<file path="config.mk">
export PLATFORM = sky130hd
export DESIGN_NAME = capture_fsm
export DESIGN_NICKNAME = d
export VERILOG_FILES = /design/src/capture_pkg.sv /design/src/regmap_pkg.sv /design/src/capture_fsm.sv
export SDC_FILE = /design/constraint.sdc
export NUM_CORES = 1
export LEC_CHECK = 0
export BUFFER_PORTS_ARGS = -buffer_cell sky130_fd_sc_hd__buf_2
export CAP_MARGIN = 20
export CORE_ASPECT_RATIO = 0.7
export CORE_MARGIN = 2
export CORE_UTILIZATION = 25
export DETAILED_ROUTE_END_ITERATION = 8
export PLACE_DENSITY = 0.5
export SLEW_MARGIN = 15
export SYNTH_ARGS = -nofsm -noshare
export SYNTH_HDL_FRONTEND = slang
export SYNTH_SLANG_ARGS = --single-unit
</file>
<file path="constraint.sdc">
create_clock -name clkbuffer -period 3.2 [get_ports clkbuffer]
set_input_delay 0 -clock clkbuffer [delete_from_list [all_inputs] [get_ports clkbuffer]]
set_output_delay 0 -clock clkbuffer [all_outputs]
set_load 0.05 [all_outputs]
</file>
<file path="src/capture_pkg.sv">
// capture side types for the data collection buffer
// frame layout, collection mode, RAM write port and status
`default_nettype none

package capture_pkg;

    localparam int RAM_AW      = 10;
    localparam int RAM_DEPTH   = 1024;
    localparam int MAX_SIGNALS = 16;          // spec table entries
    localparam int NUM_CH      = 4;           // channels per source
    localparam int CH_W        = $clog2(NUM_CH);

    typedef enum logic [3:0] {
        src_pot = 4'd0,
        src_cur = 4'd1,
        src_enc = 4'd2
    } src_type_e;    // other codes read as zero

    typedef enum logic [3:0] {
        fmt_8  = 4'd0,
        fmt_16 = 4'd1,
        fmt_24 = 4'd2,
        fmt_32 = 4'd3
    } fmt_e;    // other codes store all 32 bits

    typedef enum logic {
        mode_sample,
        mode_continuous
    } mode_e;

    typedef struct packed {
        src_type_e  dtype;      // host wdata[15:12]
        logic [3:0] channel;    // host wdata[7:4]
        fmt_e       fmt;        // host wdata[3:0]
    } signal_spec_t;

    typedef struct packed {
        logic [3:0]  num;
        mode_e       mode;
        logic [10:0] samples;
        logic        ready;    // layout complete
    } capture_cfg_t;

    typedef struct packed {
        logic              en;
        logic [RAM_AW-1:0] addr;
        logic [31:0]       data;
    } ram_wr_t;

    typedef struct packed {
        logic              busy;
        logic [3:0]        num;
        logic [RAM_AW-1:0] waddr_align;
    } buf_status_t;

    typedef enum logic [1:0] {
        st_idle,
        st_wait_edge,
        st_stamp,
        st_data
    } cap_state_e;

endpackage

`default_nettype wire

</file>
<file path="src/regmap_pkg.sv">
// host register map for the data collection buffer
// wishbone classic request and response bundles, decoded register writes
`default_nettype none

package regmap_pkg;

    localparam int ADDR_W = 12;    // host word address width

    // address map --------
    localparam logic [ADDR_W-1:0] RAM_BASE        = 12'h000;  // 0x000-0x3ff, read only
    localparam logic [ADDR_W-1:0] REG_STATUS      = 12'h800;  // read only
    localparam logic [ADDR_W-1:0] REG_NUM         = 12'h900;  // signal count
    localparam logic [ADDR_W-1:0] REG_SPEC        = 12'h901;  // append one spec
    localparam logic [ADDR_W-1:0] REG_MODE_SAMPLE = 12'h902;  // sample mode + frame count
    localparam logic [ADDR_W-1:0] REG_MODE_CONT   = 12'h903;  // continuous mode
    localparam logic [ADDR_W-1:0] REG_START       = 12'h904;
    localparam logic [ADDR_W-1:0] REG_STOP        = 12'h905;

    // bus bundles --------
    typedef struct packed {
        logic              cyc;
        logic              stb;
        logic              we;
        logic [ADDR_W-1:0] adr;
        logic [31:0]       dat;
    } wb_req_t;    // 47 bits

    typedef struct packed {
        logic        ack;
        logic [31:0] dat;
    } wb_rsp_t;

    typedef enum logic [2:0] {
        op_none,
        op_num,
        op_spec,
        op_mode_sample,
        op_mode_cont,
        op_start,
        op_stop
    } reg_op_e;

    // one decoded host write, valid for a single cycle
    typedef struct packed {
        reg_op_e     op;
        logic [31:0] wdata;
    } reg_cmd_t;

endpackage

`default_nettype wire
</file>
<file path="src/capture_fsm.sv">
// collection state machine for the data collection buffer
// synchronizes the sample strobe, writes one timestamp word then one
// word per configured signal on each strobe edge
// sample mode ends after the frame target, continuous mode on stop
`timescale 1ns/1ps
`default_nettype none

module capture_fsm (
    input  logic                        clkbuffer,
    input  logic                        rst_n,
    input  regmap_pkg::reg_cmd_t        cmd,
    input  capture_pkg::capture_cfg_t   cfg,
    input  logic                        sample_strobe,
    input  logic [31:0]                 ts,
    input  logic [31:0]                 sel_data,
    output logic [3:0]                  spec_idx,
    output capture_pkg::ram_wr_t        ram_wr,
    output capture_pkg::buf_status_t    status
);

    logic                           strb_s1;
    logic                           strb_s2;
    logic                           strb_q;
    logic                           strb_edge;
    logic                           run;          // set by start, cleared by stop
    logic                           busy;
    logic [capture_pkg::RAM_AW-1:0] waddr;        // next write address
    logic [capture_pkg::RAM_AW-1:0] waddr_align;
    logic [10:0]                    frame_cnt;
    logic [3:0]                     idx;
    logic [31:0]                    stamp;
    logic                           frames_done;
    capture_pkg::cap_state_e        state;

    // strobe sync and edge detect --------------------
    always_ff @(posedge clkbuffer) begin
        if (!rst_n) begin
            strb_s1 <= 1'b0;
            strb_s2 <= 1'b0;
            strb_q  <= 1'b0;
        end else begin
            strb_s1 <= sample_strobe;
            strb_s2 <= strb_s1;
            strb_q  <= strb_s2;
        end
    end
    assign strb_edge = strb_s2 && !strb_q;   // acted on 3 edges after the strobe rises

    // timestamp word with over-14-bit flag
    assign stamp = {16'd0, 1'b1, (ts[31:14] != 18'd0), ts[13:0]};

    assign frames_done = (cfg.mode == capture_pkg::mode_sample) &&
                         (frame_cnt == cfg.samples);

    // collection FSM --------------------
    always_ff @(posedge clkbuffer) begin
        if (!rst_n) begin
            state       <= capture_pkg::st_idle;
            run         <= 1'b0;
            busy        <= 1'b0;
            ram_wr.en   <= 1'b0;
            waddr       <= '0;
            waddr_align <= '0;
            frame_cnt   <= 11'd0;
            idx         <= 4'd0;
        end else begin
            ram_wr.en <= 1'b0;                                  // write strobe by default off
            if (cmd.op == regmap_pkg::op_stop) run <= 1'b0;     // honoured between frames
            case (state)
                capture_pkg::st_idle: begin
                    if (cmd.op == regmap_pkg::op_start && cfg.ready) begin
                        run         <= 1'b1;
                        busy        <= 1'b1;
                        waddr       <= '0;       // first frame at address 0
                        waddr_align <= '0;
                        frame_cnt   <= 11'd0;
                        state       <= capture_pkg::st_wait_edge;
                    end
                end
                capture_pkg::st_wait_edge: begin
                    if (!run || frames_done) begin
                        busy  <= 1'b0;
                        state <= capture_pkg::st_idle;
                    end else if (strb_edge) begin
                        state <= capture_pkg::st_stamp;
                    end
                end
                capture_pkg::st_stamp: begin
                    ram_wr.en   <= 1'b1;
                    ram_wr.addr <= waddr;
                    ram_wr.data <= stamp;
                    waddr       <= waddr + 1'b1;   // wraps mod RAM depth
                    frame_cnt   <= frame_cnt + 11'd1;
                    idx         <= 4'd0;
                    state       <= capture_pkg::st_data;
                end
                capture_pkg::st_data: begin
                    if (idx != cfg.num) begin
                        ram_wr.en   <= 1'b1;
                        ram_wr.addr <= waddr;
                        ram_wr.data <= sel_data;    // spec[idx] reading
                        waddr       <= waddr + 1'b1;
                        idx         <= idx + 4'd1;
                    end else begin
                        waddr_align <= waddr;       // frame boundary for the host
                        state       <= capture_pkg::st_wait_edge;
                    end
                end
                default: state <= capture_pkg::st_idle;
            endcase
        end
    end

    assign spec_idx = idx;
    assign status   = '{busy: busy, num: cfg.num, waddr_align: waddr_align};

endmodule

`default_nettype wire

</file>
==> summary.md, run 1 <==
| Metric | Value |
|---|---|
| Io pins | 181 |
| Clock slew at reported path FFs | approximately 60 ps |
| RSZ-0062 raised after global routing | false |
| Synth Area in Compound Gates | 0.1502 |
| All-Layer GR Usage | 0.1226 |
| Clk Latency, worst-skew pair | 330 ps |
| Worst path arrival time | 2850 ps |
| Die Footprint | 16210 um^2 |
| Area of the multi-input gates | roughly 1500 um^2 |
| Clock Sink Count | 85 |
| Simple-gate share of the synthesized area | 0.1597 |
| Vias in the first global route | ~3200 |
| Total number of vias | about 3300 |
| Post-Synth Adder-Cell Area | 0.02635 |
| Area leader, netlist | edfxtp_1 |
| Buffers added on ports | between 100 and 150 |
| Antenna diode count | 0 |
| Achievable frequency | approximately 380 MHz |
| WS Path Type | register to register |
| Syn Nets | between 400 and 500 |
| Distinct cells, synth | 52 |
| EDFF count, synth | 42 |
| Vias per inst | around 4.4 |
| Setup total negative slack | 0 ps |
| Wire per inst | approximately 14 um |
| Clock buffer depth | 2 |
| GP Congestion | between 0.7 and 0.8 |
| MaxCap Viol Count | 0 |
| Pins over their slew limit | 0 |
| Pwr Density | between 400 and 500 nW/um^2 |
| Final hold viol count | 0 |
| Fillers | between 1000 and 1500 |
| CP max-delay cell | dlygate4sd3_1 |
| CP Cell Sequence | ha_1, clkinv_1, nor2_2, buf_4, a22o_1, dlygate4sd3_1 |
| Delay-heaviest family, CP | buffers and inverters |
| Drc violations | 0 |
| Largest family of logic cells by synthesized area | simple AND/OR/NAND/NOR gates |
| Final Net Count | ~660 |
| Initial Utilization | 0.2572 |
| Detail Route Antenna Nets | 0 |
| Detailed Routing Iterations Pass 1 | 4 |
| Initial antenna violation count | 0 |
| Ys Warns | 0 |
| CTS tree | done |
| Register area share after synthesis | 0.5586 |
| Post-synth top area share | 0.3320 |
| Post-synth ARST share | 0 |
| FF/Latch Area | roughly 2100 um^2 |
| Final Cycle Share | 0.8318 |
| GRT overflow | 0 |
| Drt total wl | about 10000 um |
| Worst Hold Slack | roughly 58 ps |
| HP Class | input pin to register |
| Root Driver | clkbuf_16 |
| Worst endpoint required time | 3390 ps |
| Die width | ~150 um |
| Post-synthesis xor/xnor area fraction | 0.05534 |
| Post-synthesis cell count | 345 |
| Initial drt markers | 158 |
| First-pass GRT wire length | 15600 um |
| # H-tree levels | 3 |
| WP buf/inv | 3 |
| Actual slew at the worst max-slew pin | roughly 700 ps |
| Core area | 14770 um^2 |
| Largest net degree at the start of global routing | 37 |
| Maximum vdd drop | ~0.00028 V |
| Tmin final | between 2000 and 3000 ps |
| Syn Area/Cell | between 10 and 15 um^2 |
| Worst slew margin | 0.5334 |
| Final setup viols | 0 |
| Skew final | roughly 4.2 ps |
| Setup crit end kind | register |
| Status | completed |
| CTS buffer count | 9 |
| Worst-path fanout max | 36 |
| Hpwl dp | roughly 7200 um |
| Die height | ~110 um |
| Lkg Pwr | between 2 and 2.5 nW |
| Area grow syn2layout | 45.45% |
| Fin util | 0.3741 |
| Top FF cell, synth | dfxtp_1 |
| Kind of start point of the critical path | register |
| Post-synthesis mux area share | 0.008235 |
| Syn Std Cell Area | about 3800 um^2 |
| CP peak stage delay | about 560 ps |
| Share of layout cells above drive strength 1 | 0.3303 |
| Rows | 37 |
| Top area cells in the synthesized netlist | edfxtp_1, dfxtp_1, a22o_1, nor2_1, xor2_1 |
| Post-synthesis register bit count | 85 |
-- cells in the final DEF (no fill, tap or decap), types with 6 or more instances in the layout --
cell and count:
a21oi_1 15, a22o_1 23, and2_1 19, buf_2 148, clkbuf_16 10, dfxtp_1 43, dlygate4sd3_1 48, edfxtp_1 42
ha_1 8, inv_1 14, nand2_1 15, nand3_1 7, nand4_1 6, nor2_1 34, nor4_1 6, o21ai_0 11
xnor2_1 10, xor2_1 14
-- layout make-up --
cell class / instances / share of cell area
Timing Repair Buffer: 200 / 0.2287
Tap cell: 195 / 0.04416
Inverter: 15 / 0.01019
Multi-Input combinational cell: 226 / 0.2763
Clock inverter: 4 / 0.008152
Clock buffer: 12 / 0.04846
Sequential cell: 85 / 0.3841
-- kinds of logic after synthesis --
logic type / after synthesis
flip-flops: 85
adder cells (fa/ha/maj): 8
multiplexers: 3
AND/OR/NAND/NOR: 114
buffers and inverters: 34
AO/OA/AOI/OAI: 77
XOR/XNOR: 24
-- report_power, final --
| part | switching [W] | total [W] | leakage (nW) | internal, W |
|---|---|---|---|---|
| sequential | 0.00000559 | 0.00114 | 0.736 | 0.00114 |
| clock | 0.000410 | 0.00108 | 0.157 | 0.000670 |
| combinational | 0.000112 | 0.000210 | 1.43 | 0.0000978 |
-- path summary, 6_finish.rpt --
check | startpoint | to | slack [ps] | cells after the start
min | rst_n | state[0] | 60 | 3
max | state[1] | ram_wr[3] | 540 | 6
min reg2reg | strb_s1 | strb_s2 | 430 | 1
max reg2reg | state[1] | ram_wr[3] | 540 | 6
-- per-stage QoR --
stage | worst slack [ps] | total power (W) | area [um^2] | cells
2_1_floorplan | 258.7 | 0.001269 | 3801 | 345
3_3_place_gp | 811.2 | 0.001341 | 4732 | 673
3_5_place_dp | 778.5 | 0.001344 | 4732 | 673
4_1_cts | 560.2 | 0.002470 | 5525 | 737
5_1_grt | 333.4 | 0.002542 | 5525 | 737
6_report | 538.3 | 0.002432 | 5525 | 737
-- sequential cells by signal, indices dropped and copies added, names as in the netlist --
| register | count |
|---|---|
| busy | 1 |
| run | 1 |
| state | 2 |
| strb_s1 | 1 |
| waddr_align | 10 |
| ram_wr | 43 |
| spec_idx | 4 |
| waddr | 10 |
| strb_q | 1 |
| strb_s2 | 1 |
| frame_cnt | 11 |
-- what timing repair did --
| action | 4_1_cts | 5_1_grt |
|---|---|---|
| endpoints found under the hold margin | 33 | 0 |
| gates resized for setup | 0 | 0 |
| hold buffers | 48 | 0 |
| buffers inserted | 0 | 0 |
-- worst min-delay path, stage by stage --
cell and delay (ps):
buf_2 180, nand2_1 90, mux2i_1 50
-- synth_stat cells, types with 4 or more instances --
cell type,n
dfxtp_1,43
edfxtp_1,42
nor2_1,35
a22o_1,23
and2_1,19
a21oi_1,15
nand2_1,15
inv_1,14
xor2_1,14
o21ai_0,11
xnor2_1,10
clkbuf_1,9
ha_1,8
nand3_1,7
nand4_1,6
nor4_1,6
a211oi_1,5
buf_4,5
nor3_1,5
or3_1,5
nor2b_1,4
-- metal layers --
metal / track usage / share of wire / vias up / wire, um
met4: 0.02203 / 0.0038 / 0 / 38
met1: 0.1616 / 0.48 / 1539 / 4793
met5: 0 / 0 / - / 0
li1: - / - / 1628 / -
met2: 0.1959 / 0.45 / 96 / 4494
met3: 0.04340 / 0.063 / 4 / 624
Power figures use the tool's default switching activity.
==> inputs of run 2 (changes only) <==
--- a/config.mk
+++ b/config.mk
@@ -11,7 +11,7 @@
 export CORE_MARGIN = 2
 export CORE_UTILIZATION = 25
 export DETAILED_ROUTE_END_ITERATION = 8
-export PLACE_DENSITY = 0.5
+export PLACE_DENSITY = 0.48
 export SLEW_MARGIN = 15
 export SYNTH_ARGS = -nofsm -noshare
 export SYNTH_HDL_FRONTEND = slang
==> constraint.sdc (replaced) <==
create_clock -name clkbuffer -period 2.5 [get_ports clkbuffer]
set_input_delay 0 -clock clkbuffer [delete_from_list [all_inputs] [get_ports clkbuffer]]
set_output_delay 0 -clock clkbuffer [all_outputs]
set_load 0.05 [all_outputs]
==> run 2 against run 1 <==
Effect of this change:
- clock power increased by 22%
- maximum frequency increased by 14%
- sequential share of layout area about the same
- combinational power increased by 30%
- flip-flop and latch count unchanged
- critical path depth unchanged
- critical endpoint is now ram_wr[8]
- die area unchanged
- worst hold slack improved by 6.0 ps
- worst setup slack got worse by 370 ps
- sequential power increased by 28%
==> summary.md, run 2 (same netlist as run 1, synthesis figures left out) <==
| Metric | Value |
|---|---|
| Total number of vias | 3236 |
| Top flop regs | ram_wr: 43 flops, frame_cnt: 11 flops |
| Initial antenna violation count | 0 |
| Largest net degree at the start of global routing | 37 |
| GP Congestion | 0.7377 |
| HP Start | rst_n |
| Tmin final | 2333 ps |
| Dpl ws | about 290 ps |
| Worst-path fanout max | 36 |
| Clock Sink Count | 85 |
| Die width | about 150 um |
| Detailed Routing Iterations Pass 1 | 4 |
| Post-CTS Setup Inserts | 0 |
| Wire per inst | roughly 13 um |
| Reg2reg start | state[0] |
| Reg2reg setup slack | between 150 and 200 ps |
| Maximum vdd drop | around 0.00029 V |
| Pins over their slew limit | 0 |
| WS Path Type | register to register |
| Initial Utilization | 0.2572 |
| Final Cycle Share | 0.9332 |
| Share of layout cells above drive strength 1 | 0.3321 |
| Io pins | roughly 180 |
| Final WS setup | about 170 ps |
| Pwr Density | approximately 550 nW/um^2 |
| Actual slew at the worst max-slew pin | around 650 ps |
| R2r worst-path depth | 6 |
| Clk Latency, worst-skew pair | 340 ps |
| Setup crit end kind | register |
| Hold EP | spec_idx[3] |
| Area grow syn2layout | 45.29% |
| Fin util | 0.3737 |
| Status | completed |
| Detail Route Antenna Nets | 0 |
| Commonest non-fill, non-tap cell in the layout | buf_2 |
| Initial drt markers | ~150 |
| HP Class | input pin to register |
| RSZ-0062 raised after global routing | false |
| Skew final | roughly 6.5 ps |
| Largest Register | ram_wr |
| Kind of start point of the critical path | register |
| Antenna diode count | 0 |
| Core area | roughly 15000 um^2 |
| Final Total Pwr | slightly above 0.003 W |
| Drt total wl | approximately 10000 um |
| GRT overflow | 0 |
| CTS buffer count | 9 |
| Clock slew at reported path FFs | 60 ps |
| Worst Hold Slack | 63.62 ps |
| Worst Hold Depth | 3 |
| Clock buffer depth | 2 |
| All-Layer GR Usage | 0.1260 |
| Drc violations | 0 |
| Fillers | about 1500 |
| Rows | 37 |
| MaxCap Viol Count | 0 |
| Final Net Count | around 670 |
| Area of the multi-input gates | 1526 um^2 |
| Root Driver | clkbuf_16 |
| CTS tree | done |
| Commonest non-fill, non-tap cells in the layout | buf_2, dlygate4sd3_1, dfxtp_1 |
| # H-tree levels | 3 |
| Achievable frequency | roughly 430 MHz |
| Final hold viol count | 0 |
| Lkg Pwr | 2.317 nW |
| Setup total negative slack | 0 ps |
| Worst slew margin | 0.5664 |
| First-pass GRT wire length | around 16000 um |
| Worst r2r dst | ram_wr[8] |
| Worst path arrival time | around 2500 ps |
| FF/Latch Area | about 2100 um^2 |
| Max reg flops | 43 |
| Worst endpoint required time | between 2000 and 3000 ps |
| Die height | roughly 110 um |
| Vias per inst | between 4 and 5 |
| Buffers added on ports | between 100 and 150 |
| Hpwl dp | between 7000 and 8000 um |
| Final setup viols | 0 |
| Vias in the first global route | roughly 3200 |
| Die Footprint | 16210 um^2 |
-- run 2: changes by cell type in the layout (fill, tap and decap cells not counted), sizes merged --
cell      change
clkbuf        -2
clkinvlp      +2
buf           +3
-- run 2: through the flow --
stage               cells  cell area, um^2
floorplan             345             3806
global placement      676             4742
detailed placement    676             4742
CTS                   740             5515
global route          740             5519
finish                740             5519
-- run 2: cell type report --
class	count	area share
flip-flops and latches	85	0.3845
repair buffers	203	0.2315
inverters	15	0.01020
multi-input cells	226	0.2766
clock inverters	6	0.01156
well taps	195	0.04421
clock buffers	10	0.04149
-- run 2: worst max-delay path: stages, from the launching register on --
cell and delay (ps):
dfxtp_1 420, ha_1 300, clkinv_1 270, nor2_2 210, buf_6 270, a22o_1 170
dlygate4sd3_1 550
-- run 2: per-layer routing --
layer,track usage,wire [um],vias up
met4,0.03004,78,0
li1,-,-,1641
met2,0.1962,4331,104
met3,0.04511,703,8
met5,0,0,-
met1,0.1671,4857,1483
-- run 2: timing repair --
| action | 4_1_cts | 5_1_grt |
|---|---|---|
| hold buffers | 48 | 0 |
| endpoints found under the setup margin | 0 | 15 |
| gates resized for setup | 0 | 1 |
| hold endpoints to repair | 33 | 0 |
-- run 2: worst max-delay path by stage --
stage,startpoint,to,slack (ps)
after global routing,state[0],ram_wr[6],10
after global placement,state[1],waddr[9],340
after CTS,state[0],ram_wr[12],80
after detailed placement,state[1],waddr[6],290
after floorplan,spec_idx[0],ram_wr[0],20
final,state[0],ram_wr[8],170
-- run 2: report_power, final --
part,internal (W),switching [W]
clock,0.000772,0.000548
sequential,0.00145,0.00000771
combinational,0.000125,0.000147
==> inputs of run 3 (changes only) <==
--- a/config.mk
+++ b/config.mk
@@ -5,6 +5,7 @@
 export SDC_FILE = /design/constraint.sdc
 export NUM_CORES = 1
 export LEC_CHECK = 0
+export ABC_AREA = 1
 export BUFFER_PORTS_ARGS = -buffer_cell sky130_fd_sc_hd__buf_2
 export CAP_MARGIN = 20
 export CORE_ASPECT_RATIO = 0.7
==> run 3 against run 2 <==
Effect of this change:
- count of clock-buffer cells in the layout down 1
- wire length up 12%
- highest routed layer unchanged
- worst setup slack better by 170 ps
- register-to-register slack better by 170 ps
- global-route usage up 0.62 points
==> summary.md, run 3 <==
| Metric | Value |
|---|---|
| Core area | 16150 um^2 |
| Final hold viol count | 0 |
| Clock slew at reported path FFs | ~70 ps |
| Post-CTS Setup Inserts | 0 |
| MaxCap Viol Count | 0 |
| Worst Hold Slack | 38.80 ps |
| CTS tree | done |
| Initial antenna violation count | 0 |
| Max reg flops | between 40 and 50 |
| Vias in the first global route | between 3000 and 4000 |
| Ys Warns | 0 |
| First-pass GRT wire length | between 15000 and 20000 um |
| Share of layout cells above drive strength 1 | 0.2923 |
| Worst r2r dst | ram_wr[4] |
| Initial Utilization | 0.2531 |
| Hold EP | run |
| EDFF count, synth | 42 |
| Final Net Count | roughly 800 |
| Kind of start point of the critical path | register |
| Io pins | ~180 |
| Status | completed |
| Maximum vdd drop | ~0.00037 V |
| Post-synthesis register bit count | 85 |
| Clk Latency, worst-skew pair | approximately 350 ps |
| Worst slew margin | 0.5596 |
| Fin util | 0.3615 |
| WS Path Type | register to register |
| Post-route design area | a little under 6000 um^2 |
| Clock Sink Count | between 80 and 90 |
| Hold Buf Count CTS | 48 |
| Layout Cells excl Fill | around 900 |
| Final setup viols | 0 |
| Die height | 111.0 um |
| Achievable frequency | roughly 460 MHz |
| Register area share after synthesis | 0.5191 |
| Drc violations | 0 |
| Final Cycle Share | 0.8665 |
| Dpl cell area | about 5100 um^2 |
| Area leader, netlist | edfxtp_1 |
| Largest Register | ram_wr |
| Top FF cell, synth | dfxtp_1 |
| Distinct cells, synth | 40 |
| Worst path arrival time | around 2300 ps |
| Worst endpoint required time | 2590 ps |
| Die Footprint | around 17000 um^2 |
| Worst Hold Depth | 4 |
| Reg2reg start | spec_idx[0] |
| Pins over their slew limit | 0 |
| # H-tree levels | 3 |
| Setup crit end kind | register |
| Initial drt markers | between 150 and 200 |
| Commonest non-fill, non-tap cell in the layout | buf_2 |
| Post-synthesis cell count | about 470 |
| Placed cell count | roughly 840 |
| All-Layer GR Usage | 0.1322 |
| GRT overflow | 0 |
| Skew final | roughly 8.5 ps |
| Syn Area/Cell | about 8.7 um^2 |
| Count leader, synth | nand2_1 |
| Commonest non-fill, non-tap cells in the layout | buf_2, nand2_1, inv_1 |
| Clock buffer depth | 2 |
| Tmin final | between 2000 and 2500 ps |
| HP Start | cmd[33] |
| Syn Nets | about 600 |
| HP Class | input pin to register |
| Post-CTS sizing | 0 |
| Top flop regs | ram_wr: 43 flops, frame_cnt: 11 flops |
| R2r worst-path depth | 7 |
| Pwr Density | between 700 and 800 nW/um^2 |
| Top area cells in the synthesized netlist | edfxtp_1, dfxtp_1, nand2_1, inv_1, nor2_1 |
| Area grow syn2layout | 42.82% |
| Setup total negative slack | 0 ps |
| Post-synth top area share | 0.3085 |
| Die width | 156.8 um |
| Total number of vias | roughly 3700 |
| Lkg Pwr | approximately 2.6 nW |
| Detailed Routing Iterations Pass 1 | 4 |
| Reg2reg setup slack | 330 ps |
| Antenna diode count | 0 |
| CTS buffer count | 9 |
| Syn Std Cell Area | between 4000 and 5000 um^2 |
| Post-synth ARST share | 0 |
| Hpwl dp | a little over 8000 um |
| GP Congestion | 0.7923 |
| Rows | 39 |
| Buffers added on ports | roughly 150 |
| Drt total wl | around 11000 um |
| RSZ-0062 raised after global routing | false |
| Vias per inst | between 4 and 5 |
| Synth top cells by count | nand2_1, inv_1, nor2_1, dfxtp_1, edfxtp_1 |
| Root Driver | clkbuf_16 |
| Actual slew at the worst max-slew pin | approximately 660 ps |
| Largest net degree at the start of global routing | 38 |
| Detail Route Antenna Nets | 0 |
| Wire per inst | 12.39 um |
| Worst-path fanout max | 20 |
-- run 3: changes by cell type in the layout (fill, tap and decap cells not counted), sizes merged, moves of 7 or more --
cell / change
a21oi: +7
a22o: -9
and2: -18
inv: +61
nand2: +76
nand3: +26
nor2: +25
o21ai: +12
xnor2: -8
-- run 3: per-layer routing --
| metal | track usage | routed length, um | up-vias | part of all wire |
|---|---|---|---|---|
| met5 | 0 | 0 | - | 0 |
| met2 | 0.1991 | 4499 | 124 | 0.40 |
| met4 | 0.04281 | 165 | 0 | 0.015 |
| met1 | 0.1756 | 5485 | 1643 | 0.49 |
| li1 | - | - | 1935 | - |
| met3 | 0.04808 | 990 | 15 | 0.089 |
-- run 3: worst max-delay path by stage --
stage / endpoint / from / slack (ps) / cells after the start
floorplan: ram_wr[0] / spec_idx[0] / 220 / 5
global placement: waddr_align[7] / spec_idx[0] / 610 / 8
detailed placement: waddr_align[6] / spec_idx[0] / 550 / 8
CTS: ram_wr[0] / spec_idx[0] / 320 / 7
global route: ram_wr[4] / spec_idx[0] / 260 / 7
finish: ram_wr[4] / spec_idx[0] / 330 / 7
-- run 3: through the flow --
stage / setup WS (ps) / power, W
6_report: 333.8 / 0.004368
5_1_grt: 258.7 / 0.004625
4_1_cts: 320.3 / 0.004439
3_5_place_dp: 549.3 / 0.003016
3_3_place_gp: 609.6 / 0.002997
2_1_floorplan: 217.1 / 0.002683
-- run 3: kinds of logic (layout without fill, tap and decap cells) --
logic type	after synthesis	after routing	share of synthesized area
AND/OR/NAND/NOR	208	208	0.2259
buffers and inverters	90	292	0.09458
flip-flops	85	85	0.5191
AO/OA/AOI/OAI	67	67	0.1059
XOR/XNOR	14	14	0.03000
adder cells (fa/ha/maj)	8	8	0.02449
-- run 3: area by class of cell --
cell class	count	area, um^2
flip-flops and latches	85	2122
fillers	1660	10310
clock inverters	7	56.30
inverters	72	272.8
well taps	225	281.5
repair buffers	204	1294
multi-input cells	297	1587
clock buffers	9	225.2
-- run 3: critical path, stage by stage, from the launching register on --
cell and delay [ps]:
dfxtp_1 380, xor2_1 180, nor2_1 170, nand2_2 130, nand2_4 80, inv_2 170
a22o_1 240, dlygate4sd3_1 560
-- run 3: power breakdown --
group | internal [W] | switching, W | total, W
clock | 0.000689 | 0.000590 | 0.00128
sequential | 0.00163 | 0.0000529 | 0.00169
combinational | 0.000446 | 0.000956 | 0.00140
